## src/common/stepGame_settings.svh

```systemverilog
`ifndef STEP_GAME_SETTINGS_SVH
`define STEP_GAME_SETTINGS_SVH

// horizontal timing, in pixel clocks
`define H_ACTIVE 640 // visible pixels per line
`define H_FRONT 16 // front porch
`define H_SYNC 96 // hsync pulse width
`define H_BACK 48 // back porch

// vertical timing, in lines
`define V_ACTIVE 480 // visible lines per frame
`define V_FRONT 10 // front porch
`define V_SYNC 2 // vsync pulse width
`define V_BACK 33 // back porch

// playfield grid
`define GRID_COLS 10 // tiles across
`define GRID_ROWS 7 // tiles down
`define TILE_WIDTH 64 // power of two, column is taken from pixelX bits
`define TILE_HEIGHT 68 // not a power of two, rows are counted

// step rectangle inside a tile, relative to the tile corner
`define STEP_OFFSET_X 7 // left edge offset
`define STEP_OFFSET_Y 50 // top edge offset
`define STEP_WIDTH 50 // exclusive right edge at offset + width
`define STEP_HEIGHT 7 // exclusive bottom edge at offset + height

// colors, RRRGGGBB
`define STEP_COLOR 8'h5b // step body
`define BACKGROUND_COLOR 8'h00 // empty playfield
`define BLANK_COLOR 8'h00 // must be black during blanking

`endif

```

## src/common/stepGamePkg.sv

```systemverilog
package stepGamePkg;

	// step kind stored per tile in the map
	typedef enum logic [2:0] {
		FREE    = 3'd0, // nothing drawn in this tile
		REGULAR = 3'd1  // plain step rectangle
	} stepKind; // codes 2 to 7 reserved, they draw nothing

	// screen coordinate, wide enough for the whole 800 x 525 raster
	typedef logic [10:0] pixelCoord;

	// tile column index, 0 to 9 on the grid
	typedef logic [3:0] tileCol;

	// tile row index, 0 to 6 on the grid, 7 is below the grid
	typedef logic [2:0] tileRow;

	// 8-bit color, RRRGGGBB
	typedef logic [7:0] rgbColor;

endpackage

```

## src/hw/vgaTiming.sv

```systemverilog
`include "stepGame_settings.svh"

module vgaTiming (
	input logic clk, // pixel clock
	input logic resetN,
	output stepGamePkg::pixelCoord pixelX, // current beam column
	output stepGamePkg::pixelCoord pixelY, // current beam line
	output logic active, // beam inside the visible 640 x 480 area
	output logic hsync, // active low, delayed to line up with rgb
	output logic vsync // active low, delayed to line up with rgb
);
	import stepGamePkg::*;

	// raster totals
	localparam int H_TOTAL = `H_ACTIVE + `H_FRONT + `H_SYNC + `H_BACK; // 800
	localparam int V_TOTAL = `V_ACTIVE + `V_FRONT + `V_SYNC + `V_BACK; // 525

	// sync windows, start inclusive and end exclusive
	localparam int H_SYNC_START = `H_ACTIVE + `H_FRONT; // 656
	localparam int H_SYNC_END = H_SYNC_START + `H_SYNC; // 752
	localparam int V_SYNC_START = `V_ACTIVE + `V_FRONT; // 490
	localparam int V_SYNC_END = V_SYNC_START + `V_SYNC; // 492

	pixelCoord hCount; // pixel within line
	pixelCoord vCount; // line within frame
	logic lineEnd; // last pixel of the line
	logic frameEnd; // last line of the frame
	logic hsyncRaw; // undelayed sync decode
	logic vsyncRaw;
	logic [1:0] hsyncPipe; // two stages, matches drawingRequest and rgb
	logic [1:0] vsyncPipe;

	assign lineEnd = (hCount == pixelCoord'(H_TOTAL - 1));
	assign frameEnd = (vCount == pixelCoord'(V_TOTAL - 1));

	// raster counters, (0,0) is presented right out of reset
	always_ff @(posedge clk or negedge resetN) begin
		if (!resetN) begin
			hCount <= '0;
			vCount <= '0;
		end else if (lineEnd) begin
			hCount <= '0; // wrap at 800
			if (frameEnd)
				vCount <= '0; // wrap at 525
			else
				vCount <= vCount + 1'b1;
		end else begin
			hCount <= hCount + 1'b1;
		end
	end

	assign pixelX = hCount;
	assign pixelY = vCount;
	assign active = (hCount < pixelCoord'(`H_ACTIVE)) && (vCount < pixelCoord'(`V_ACTIVE));

	// sync decode, low inside the pulse window
	assign hsyncRaw = !((hCount >= pixelCoord'(H_SYNC_START)) &&
		(hCount < pixelCoord'(H_SYNC_END)));
	assign vsyncRaw = !((vCount >= pixelCoord'(V_SYNC_START)) &&
		(vCount < pixelCoord'(V_SYNC_END)));

	// delay the pulses by the two renderer stages
	always_ff @(posedge clk or negedge resetN) begin
		if (!resetN) begin
			hsyncPipe <= 2'b11; // inactive out of reset
			vsyncPipe <= 2'b11;
		end else begin
			hsyncPipe <= {hsyncPipe[0], hsyncRaw};
			vsyncPipe <= {vsyncPipe[0], vsyncRaw};
		end
	end

	assign hsync = hsyncPipe[1];
	assign vsync = vsyncPipe[1];

endmodule

```

## src/hw/tileLocator.sv

```systemverilog
`include "stepGame_settings.svh"

module tileLocator (
	input logic clk,
	input logic resetN,
	input stepGamePkg::pixelCoord pixelX, // current beam column
	input stepGamePkg::pixelCoord pixelY, // current beam line
	output stepGamePkg::pixelCoord tileTopLeftX, // left edge of the tile under the beam
	output stepGamePkg::pixelCoord tileTopLeftY, // top edge of the tile row
	output stepGamePkg::tileCol curCol, // column index for the map read
	output stepGamePkg::tileRow curRow // row index, GRID_ROWS below the grid
);
	import stepGamePkg::*;

	localparam int H_TOTAL = `H_ACTIVE + `H_FRONT + `H_SYNC + `H_BACK;
	localparam int V_TOTAL = `V_ACTIVE + `V_FRONT + `V_SYNC + `V_BACK;
	localparam int COL_SHIFT = $clog2(`TILE_WIDTH); // 6 for 64 wide tiles

	logic [6:0] lineInTile; // 0 to 67 inside the current row
	tileRow rowReg; // row of the current line
	pixelCoord rowTopY; // running top edge of rowReg
	logic lineEnd;
	logic frameEnd;

	assign lineEnd = (pixelX == pixelCoord'(H_TOTAL - 1));
	assign frameEnd = (pixelY == pixelCoord'(V_TOTAL - 1));

	// columns are straight from the upper pixelX bits
	assign curCol = tileCol'(pixelX >> COL_SHIFT); // reaches 12 in blanking, map treats as off grid
	assign tileTopLeftX = pixelX & ~pixelCoord'(`TILE_WIDTH - 1); // round down to tile edge

	// rows are counted since 68 is not a power of two
	// state changes on the last pixel so the whole next line sees it
	always_ff @(posedge clk or negedge resetN) begin
		if (!resetN) begin
			lineInTile <= '0;
			rowReg <= '0;
			rowTopY <= '0;
		end else if (lineEnd) begin
			if (frameEnd) begin
				lineInTile <= '0; // back to row 0 for the new frame
				rowReg <= '0;
				rowTopY <= '0;
			end else if (lineInTile == 7'(`TILE_HEIGHT - 1)) begin
				lineInTile <= '0; // crossing into the next row
				if (rowReg < tileRow'(`GRID_ROWS)) begin // hold at the below-grid row
					rowReg <= rowReg + 1'b1;
					rowTopY <= rowTopY + pixelCoord'(`TILE_HEIGHT);
				end
			end else begin
				lineInTile <= lineInTile + 1'b1;
			end
		end
	end

	assign curRow = rowReg;
	assign tileTopLeftY = rowTopY;

endmodule

```

## src/hw/stepMap.sv

```systemverilog
`include "stepGame_settings.svh"

module stepMap (
	input logic clk,
	input logic resetN,
	input logic mapWrEn, // write strobe from the game controller
	input stepGamePkg::tileCol mapWrCol,
	input stepGamePkg::tileRow mapWrRow,
	input stepGamePkg::stepKind mapWrKind,
	input stepGamePkg::tileCol curCol, // read address from tileLocator
	input stepGamePkg::tileRow curRow,
	output stepGamePkg::stepKind curKind // kind of the tile under the beam
);
	import stepGamePkg::*;

	stepKind mapRegs [`GRID_ROWS][`GRID_COLS]; // 70 tiles, row major
	logic wrInRange; // write address on the grid
	logic rdInRange; // read address on the grid

	assign wrInRange = (mapWrCol < tileCol'(`GRID_COLS)) && (mapWrRow < tileRow'(`GRID_ROWS));
	assign rdInRange = (curCol < tileCol'(`GRID_COLS)) && (curRow < tileRow'(`GRID_ROWS));

	// map is all FREE after reset, off-grid writes are dropped
	always_ff @(posedge clk or negedge resetN) begin
		if (!resetN) begin
			for (int r = 0; r < `GRID_ROWS; r++) begin
				for (int c = 0; c < `GRID_COLS; c++) begin
					mapRegs[r][c] <= FREE;
				end
			end
		end else if (mapWrEn && wrInRange) begin
			mapRegs[mapWrRow][mapWrCol] <= mapWrKind; // visible to reads next cycle
		end
	end

	// same-cycle read, anything off the grid is FREE
	always_comb begin
		if (rdInRange)
			curKind = mapRegs[curRow][curCol];
		else
			curKind = FREE; // covers the strip below row 6 and the blanking columns
	end

endmodule

```

## src/hw/regularStep.sv

```systemverilog
`include "stepGame_settings.svh"

module regularStep (
	input logic clk,
	input logic resetN,
	input stepGamePkg::pixelCoord pixelX, // current beam column
	input stepGamePkg::pixelCoord pixelY, // current beam line
	input stepGamePkg::pixelCoord tileTopLeftX, // corner of the tile under the beam
	input stepGamePkg::pixelCoord tileTopLeftY,
	input stepGamePkg::stepKind curKind, // kind of that tile
	output logic drawingRequest // pixel belongs to a regular step, one cycle later
);
	import stepGamePkg::*;

	pixelCoord stepLeft; // inclusive
	pixelCoord stepTop; // inclusive
	pixelCoord stepRight; // exclusive
	pixelCoord stepBottom; // exclusive
	logic insideStep; // beam inside the step rectangle

	// rectangle edges relative to the tile corner
	assign stepLeft = tileTopLeftX + pixelCoord'(`STEP_OFFSET_X);
	assign stepTop = tileTopLeftY + pixelCoord'(`STEP_OFFSET_Y);
	assign stepRight = stepLeft + pixelCoord'(`STEP_WIDTH);
	assign stepBottom = stepTop + pixelCoord'(`STEP_HEIGHT);

	assign insideStep = (pixelX >= stepLeft) && (pixelX < stepRight) &&
		(pixelY >= stepTop) && (pixelY < stepBottom);

	// only REGULAR tiles draw, FREE and reserved codes stay clear
	always_ff @(posedge clk or negedge resetN) begin
		if (!resetN)
			drawingRequest <= 1'b0;
		else
			drawingRequest <= (curKind == REGULAR) && insideStep;
	end

endmodule

```

## src/hw/objectMux.sv

```systemverilog
`include "stepGame_settings.svh"

module objectMux (
	input logic clk,
	input logic resetN,
	input logic active, // visible area flag, same cycle as the pixel
	input logic drawingRequest, // step request, one cycle after the pixel
	output stepGamePkg::rgbColor rgb // final color, two cycles after the pixel
);
	import stepGamePkg::*;

	logic activeD; // active lined up with drawingRequest

	// blanking wins, then the step, then the background
	always_ff @(posedge clk or negedge resetN) begin
		if (!resetN) begin
			activeD <= 1'b0;
			rgb <= '0; // black out of reset
		end else begin
			activeD <= active;
			if (!activeD)
				rgb <= rgbColor'(`BLANK_COLOR);
			else if (drawingRequest)
				rgb <= rgbColor'(`STEP_COLOR);
			else
				rgb <= rgbColor'(`BACKGROUND_COLOR);
		end
	end

endmodule

```

## src/hw/stepGameTop.sv

```systemverilog
module stepGameTop (
	input logic clk, // pixel clock
	input logic resetN,
	input logic mapWrEn, // map write strobe
	input stepGamePkg::tileCol mapWrCol,
	input stepGamePkg::tileRow mapWrRow,
	input stepGamePkg::stepKind mapWrKind,
	output stepGamePkg::rgbColor rgb, // to the DAC
	output logic hsync, // active low
	output logic vsync // active low
);
	import stepGamePkg::*;

	pixelCoord pixelX; // beam position
	pixelCoord pixelY;
	logic active;
	pixelCoord tileTopLeftX; // tile corner under the beam
	pixelCoord tileTopLeftY;
	tileCol curCol; // map read address
	tileRow curRow;
	stepKind curKind; // map read data
	logic drawingRequest;

	vgaTiming vgaTiming_inst (
		.clk(clk),
		.resetN(resetN),
		.pixelX(pixelX),
		.pixelY(pixelY),
		.active(active),
		.hsync(hsync),
		.vsync(vsync)
	);

	tileLocator tileLocator_inst (
		.clk(clk),
		.resetN(resetN),
		.pixelX(pixelX),
		.pixelY(pixelY),
		.tileTopLeftX(tileTopLeftX),
		.tileTopLeftY(tileTopLeftY),
		.curCol(curCol),
		.curRow(curRow)
	);

	stepMap stepMap_inst (
		.clk(clk),
		.resetN(resetN),
		.mapWrEn(mapWrEn),
		.mapWrCol(mapWrCol),
		.mapWrRow(mapWrRow),
		.mapWrKind(mapWrKind),
		.curCol(curCol),
		.curRow(curRow),
		.curKind(curKind)
	);

	regularStep regularStep_inst (
		.clk(clk),
		.resetN(resetN),
		.pixelX(pixelX),
		.pixelY(pixelY),
		.tileTopLeftX(tileTopLeftX),
		.tileTopLeftY(tileTopLeftY),
		.curKind(curKind),
		.drawingRequest(drawingRequest)
	);

	objectMux objectMux_inst (
		.clk(clk),
		.resetN(resetN),
		.active(active),
		.drawingRequest(drawingRequest),
		.rgb(rgb)
	);

endmodule

```

## config.mk

```make
export PLATFORM = sky130hd
export DESIGN_NAME = stepGameTop
export DESIGN_NICKNAME = d
export VERILOG_FILES = /design/src/common/stepGamePkg.sv /design/src/hw/vgaTiming.sv /design/src/hw/tileLocator.sv /design/src/hw/stepMap.sv /design/src/hw/regularStep.sv /design/src/hw/objectMux.sv /design/src/hw/stepGameTop.sv
export VERILOG_INCLUDE_DIRS = /design/src /design/src/common
export SDC_FILE = /design/constraint.sdc
export NUM_CORES = 1
export LEC_CHECK = 0
export ABC_AREA = 1
export BUFFER_PORTS_ARGS = -buffer_cell sky130_fd_sc_hd__buf_2
export CORE_MARGIN = 2
export CORE_UTILIZATION = 50
export CTS_CLUSTER_SIZE = 30
export DETAILED_ROUTE_END_ITERATION = 10
export PLACE_DENSITY = 0.75
export SLEW_MARGIN = 10
export SYNTH_ARGS = -nofsm -noshare
export SYNTH_HDL_FRONTEND = slang
export SYNTH_SLANG_ARGS = --single-unit
```

## constraint.sdc

```tcl
create_clock -name clk -period 3.1 [get_ports clk]
set_input_delay 0.465 -clock clk [delete_from_list [all_inputs] [get_ports clk]]
set_output_delay 0.465 -clock clk [all_outputs]
set_load 0.005 [all_outputs]
```

==> Word level (Yosys, flattened, before mapping) <==
Cells that the tools add are included.
{ "totals": {"reg_bits": 267, "out_inout_bits": 10, "inputBits": 13, "word_cells": 158} }
{ "op_classes": {"eq_ne": 4, "n_mux": 24, "addsub": 9, "reduce_logical": 17, "bitwise": 4, "magnitude_cmp": 20} }
{ "op_table": {"columns": ["operator", "count"], "rows": [
  ["210-bit bitwise mux", 1],
  ["30-bit binary-select mux with 3-bit select", 1],
  ["30-bit demux with 3-bit select", 1],
  ["30-bit two-way mux", 3],
  ["11-bit two-way mux", 5],
  ["7-bit two-way mux", 4],
  ["11-bit by 1-bit adder with 11-bit output, second input constant", 2],
  ["11-bit by 3-bit adder with 11-bit output, second input constant", 2],
  ["11-bit by 6-bit adder with 11-bit output, second input constant", 2],
  ["11-bit by 10-bit == test with 1-bit output, second input constant", 2],
  ["11-bit greater-or-equal comparator", 2],
  ["11-bit by 10-bit < comparator with 1-bit output, second input constant", 2],
  ["11-bit < comparator", 2],
  ["11-bit by 9-bit < comparator with 1-bit output, second input constant", 2],
  ["3-bit two-way mux", 7],
  ["3-bit binary-select mux with 4-bit select", 1],
  ["3-bit demux with 4-bit select", 1],
  ["1-bit logical AND", 12],
  ["11-bit by 7-bit adder with 11-bit output, second input constant", 1],
  ["11-bit by 10-bit greater-or-equal comparator with 1-bit output, second input constant", 1],
  ["11-bit by 9-bit greater-or-equal comparator with 1-bit output, second input constant", 1],
  ["5-bit greater-or-equal comparator, second input constant", 2],
  ["4-bit inverter with 5-bit output", 2],
  ["4-bit greater-or-equal comparator, second input constant", 2],
  ["12 further kinds", 17]
]} }

==> Logic depth before layout (Yosys ltp) <==
{ "depth": {"depth_word": 10, "ltp_mapped": 19, "depth_no_buf": 19} }

==> Hierarchy <==
Synthesis repeated with hierarchy kept, for this count alone.
{ "unflattened": {"hier_cells": 2084, "hier_area_um2": 15115.7} }
{ "modules_own_cells": {"columns": ["module", "seq_area_each_um2", "area_per_inst_um2", "instances", "cells_each"], "rows": [
  ["stepMap", 5255.0, 10141.0, 1, 1358],
  ["regularStep", 25.0, 2011.9, 1, 334],
  ["vgaTiming", 655.6, 1442.6, 1, 184],
  ["tileLocator", 475.5, 1406.3, 1, 196],
  ["objectMux", 50.0, 113.9, 1, 12]
]} }

==> Worst setup path after synthesis <==
OpenSTA, ideal clock, no wires.
{ "synth_path": {"path_kind": "reg2reg", "start": "reg tileLocator_inst.rowTopY[6], in the netlist tileLocator_inst.tileTopLeftY[6]", "end": "reg regularStep_inst.drawingRequest", "t_required_ns": 3.023, "arrival_time_ns": 2.192, "stages_incl_launch_ff": 18, "period_less_slack_ns": 2.269, "slack_ns": 0.831, "n_path_buf": 0, "setup_time_ns": 0.077, "path_cell_list": "dfrtp_1 -> clkinv_1 -> nor2_1 -> inv_1 -> nor2_1 -> inv_1 -> nor2_1 -> nand2_1 -> xor2_1 -> xnor2_1 -> ha_1 -> nand2_1 -> inv_1 -> nand3_1 -> nor2_1 -> a211oi_1 -> nand3_1 -> a21oi_1"} }
{ "synth_via": {"elab_chain_len": 5, "word_cells_on_any_way": 7, "classes_between": "2 x add/sub; 2 x order compare; 3 x reduce/logical"} }
{ "synth_rtl": {"columns": ["element", "line_no", "source"], "rows": [
  ["from (decl)", "tileLocator.sv:21", "pixelCoord rowTopY;"],
  ["from (signal assigned)", "tileLocator.sv:48", "rowTopY <= rowTopY + pixelCoord'(`TILE_HEIGHT);"],
  ["11-bit by 6-bit adder with 11-bit output *", "regularStep.sv:23", "assign stepTop = tileTopLeftY + pixelCoord'(`STEP_OFFSET_Y);"],
  ["11-bit by 3-bit adder with 11-bit output / 11-bit greater-or-equal comparator (equally long branches)", "regularStep.sv:25, regularStep.sv:28", null],
  ["11-bit < comparator / 1-bit logical AND (equally long branches)", "regularStep.sv:28, regularStep.sv:27", null],
  ["1-bit logical AND *", "regularStep.sv:28", "(pixelY >= stepTop) && (pixelY < stepBottom);"],
  ["1-bit logical AND *", "regularStep.sv:35", "drawingRequest <= (curKind == REGULAR) && insideStep;"],
  ["to (signal assigned)", "regularStep.sv:35", null],
  ["to (decl)", "regularStep.sv:11", "output logic drawingRequest"]
]} }
Every way passes the cells marked *; elsewhere a longest branch is shown, timed or not.
A chain may end at the register's enable or synchronous reset.

==> Worst setup path in the final report <==
Same ends and word-level chain as after synthesis.

==> flow_metrics.py <==
metrics = {
    "layout": {
        "finalNonFillerCells": 1980,
        "drive_above_1_share": 0.0764,
        "finish.net_count": 1667,
        "mostFrequentLayoutCell": "sky130_fd_sc_hd__nand2_1",
        "final_cell_mix": "sky130_fd_sc_hd__nand2_1, sky130_fd_sc_hd__dfrtp_1, sky130_fd_sc_hd__o21ai_0",
        "synthToLayoutAreaGrowth_pct": 11.1,
        "diodes": 0,
    },
    "floorplanning": {
        "floorplan.initialDensity": 0.507,
        "placeableCoreArea_sq_mm": 0.0251,
        "design.portCount": 23,
        "die-width_um": 164,
        "die-height_um": 164,
        "std_cell_rows": 58,
        "floorplan.die_area_sq_mm": 0.0268,
    },
    "detailed_routing": {
        "initialDrtViolationCount": 1051,
        "first_pass_iters": 5,
        "detail-route-antenna-nets": 0,
        "route.vias.total": 10900,
        "residual_drc": 0,
        "wl_per_cell_um": 16.3,
        "average_vias_per_placed_instance": 5.51,
        "detail_route.wirelength_um": 32300,
    },
    "yosys": {
        "synth_seq_area_share": 0.507,
        "syn-instance-count": 1612,
        "ys_dominant_reg_cell": "sky130_fd_sc_hd__dfrtp_1",
        "yosysWarnings": 0,
        "ys_async_sr_fraction": 1.00,
        "post_synth_xor_area_fraction": 0.0117,
        "main_combinational_cell_family_by_area_after_synthesis": "simple AND/OR/NAND/NOR gates",
        "synth-compound-area-share": 0.126,
        "postSynthAreaPerCell_sq_um": 7.90,
        "synth_adder_area_share": 0.0245,
        "yosys.cell_types.count": 47,
        "synth_top_area_frac": 0.499,
        "synth-edff-count": 0,
        "synthTopCellsByArea": "sky130_fd_sc_hd__dfrtp_1, sky130_fd_sc_hd__nand2_1, sky130_fd_sc_hd__o21ai_0",
        "area_of_the_mapped_netlist_sq_mm": 0.0127,
        "yosys.area.top_type": "sky130_fd_sc_hd__dfrtp_1",
        "simple_gate_share_of_the_synthesized_area": 0.260,
        "post_synth_mux_area_share": 0,
        "synth.ff_latch_count": 258,
    },
    "place": {
        "placedCellCount": 1928,
        "final_gp_congestion": 0.901,
        "port_buffers": 19,
        "detailed_placement_wirelength_estimate_um": 21500,
    },
    "clock_tree": {
        "ctsResizeCount": 0,
        "tritoncts.num_buffers": 28,
        "cts_htree_levels": 1,
        "clk-insertion-delay-late_ps": 550,
        "clock_tree.root_cell": "sky130_fd_sc_hd__clkbuf_16",
        "clkSinkCount": 258,
        "clock_path_buffers": 3,
        "cts_tree": "done",
        "cts.clk_slew.worst_paths_ps": 60,
    },
    "sta": {
        "hold-worst-slack_ps": 238,
        "timing.final.setup_violations": 0,
        "worst-slew-pin-transition_ps": 817,
        "finalSetupTns_ps": 0,
        "final.period_utilization": 0.865,
        "grt_setup_unrepaired": "no",
        "final_max_slew_viol_count": 0,
        "relative_max_transition_margin": 0.451,
        "timing.clock.skew_ps": 22.6,
        "finalHoldViolCount": 0,
        "final.min_clock_period_ps": 2680,
        "timing.fmax_ghz": 0.373,
    },
    "power": {
        "power_density_mw_per_mm2": 523,
        "static_power_due_to_leakage_nw": 6.64,
        "worst_ir_drop_vdd_v": 0.000447,
        "totalPowerFinal_mw": 7.41,
    },
    "grt": {
        "overall_global_routing_usage": 0.248,
        "grt_pass1_vias": 10400,
        "grt_pass1_wl_um": 53300,
        "grt_start_max_net_pins": 82,
        "number_of_antenna_violations_at_the_first_check_in_global_routing": 0,
        "grt_overflow_total": 0,
    },
    "setup_path": {
        "critPathBufInv": 4,
        "critPathTopFamily": "simple AND/OR/NAND/NOR gates",
        "crit_path_max_fanout": 10,
        "timing.critical_path.required_ps": 3580,
        "arr_time_crit_path_ps": 3160,
        "cp-end-kind": "flip-flop",
        "critPathKind": "flip-flop to flip-flop",
        "dominant_cell_type_by_count_on_the_critical_path": "sky130_fd_sc_hd__nor2_1",
        "critical_path.startpoint_type": "flip-flop",
        "critical_path.max_stage_delay_ps": 350,
        "chain_of_cells_forming_the_critical_path": "clkinv_1, nor2_1, inv_1, nor2_1, inv_1, nor2_1, nand2_1, xor2_1, xnor2_1, ha_1, nand2_1, inv_1, nand3_1, nor2_1, a211oi_1, nand3_1, a21oi_1",
        "crit_path_top_delay_cell": "sky130_fd_sc_hd__dfrtp_1",
    },
    "run": {
        "timing.max_cap.violations": 0,
    },
    "outcome": {
        "status": "finished, final reports clean",
    },
    "hold_path": {
        "hold_class": "input port to flip-flop",
    },
}
[final timing paths]
path	from	endpoint	slack, ps	cells after the start
worst min-delay path	mapWrKind[0]	stepMap_inst.mapRegs[0]	240	3
min in group asynchronous	resetN	stepMap_inst.mapRegs[77]	480	2
worst max-delay path	tileLocator_inst.tileTopLeftY[6]	regularStep_inst.drawingRequest	420	17
worst max register to register	tileLocator_inst.tileTopLeftY[6]	regularStep_inst.drawingRequest	420	17
max in group asynchronous	resetN	stepMap_inst.mapRegs[73]	1660	3
worst min register to register	vgaTiming_inst.vsyncPipe[0]	vgaTiming_inst.vsyncPipe[1]	360	0
[timing repair]
action                     CTS  global route
buffers inserted             0             0
setup endpoints to repair    0             0
hold endpoints to repair    73             0
hold buffers                 1             0
[registers in the layout, indices dropped and copies added, names as in the netlist]
signal / cells
tileLocator_inst.lineInTile: 7
vgaTiming_inst.hsyncPipe: 2
vgaTiming_inst.pixelY: 11
objectMux_inst.rgb: 1
tileLocator_inst.tileTopLeftY: 9
objectMux_inst.activeD: 1
stepMap_inst.mapRegs: 210
vgaTiming_inst.pixelX: 11
tileLocator_inst.curRow: 3
vgaTiming_inst.vsyncPipe: 2
regularStep_inst.drawingRequest: 1
[layer usage]
metal,track usage,part of all wire
met1,0.346,0.44
met2,0.403,0.47
met4,0.0849,0.030
met3,0.0335,0.069
met5,0,0
[synthesized netlist by cell type (8+ instances only)]
master                     count
sky130_fd_sc_hd__a21oi_1      33
sky130_fd_sc_hd__buf_2        15
sky130_fd_sc_hd__buf_4         9
sky130_fd_sc_hd__clkbuf_1     29
sky130_fd_sc_hd__dfrtp_1     254
sky130_fd_sc_hd__ha_1         25
sky130_fd_sc_hd__inv_1       153
sky130_fd_sc_hd__inv_2        11
sky130_fd_sc_hd__nand2_1     448
sky130_fd_sc_hd__nand3_1     103
sky130_fd_sc_hd__nand3b_1      8
sky130_fd_sc_hd__nand4_1      11
sky130_fd_sc_hd__nor2_1      150
sky130_fd_sc_hd__nor2_2       11
sky130_fd_sc_hd__nor3_1       25
sky130_fd_sc_hd__o21ai_0     240
sky130_fd_sc_hd__o21ai_1       8
sky130_fd_sc_hd__xor2_1       13
[metrics by stage]
stage                     cell area [sq um]  utilization  setup slack (ps)
after global placement                13200        0.527               556
after detailed placement              13200        0.527               436
after CTS                             14200        0.564               426
after global routing                  14200        0.564               124
after floorplan                       12700            -               831
final                                 14200        0.564               419
[final cells by class]
type | count | area, sq um
fillers | 2270 | 11000
flip-flops and latches | 258 | 6460
multi-input cells | 1132 | 5390
clock buffers | 39 | 782
inverters | 169 | 634
well taps | 330 | 413
repair buffers | 40 | 340
clock inverters | 12 | 125
[power by group]
part | total [mW] | internal (mW) | switching, mW
sequential | 3.63 | 3.54 | 0.0893
combinational | 0.477 | 0.152 | 0.325
clock | 3.30 | 1.93 | 1.37
total | 7.41 | 5.62 | 1.78
[logic make-up (layout without fill, tap and decap cells)]
logic type / count (synthesis) / after routing
adders and majority gates: 25 / 25
xor gates and xnor gates: 17 / 17
DFF: 258 / 258
AOI/OAI and AO/OA: 305 / 305
buffers and inverters: 224 / 260
other: 1 / 3
and+or+nand+nor: 782 / 782
[worst register-to-register path: cells and delay by family (launching register included)]
kind | cells | cell delay, ps
flops | 1 | 350
simple gates | 8 | 850
buf+inv | 4 | 400
compound gates | 2 | 370
xor+xnor | 2 | 410
fa+ha+maj | 1 | 260
No activity file was read; power rests on OpenSTA's default activity.
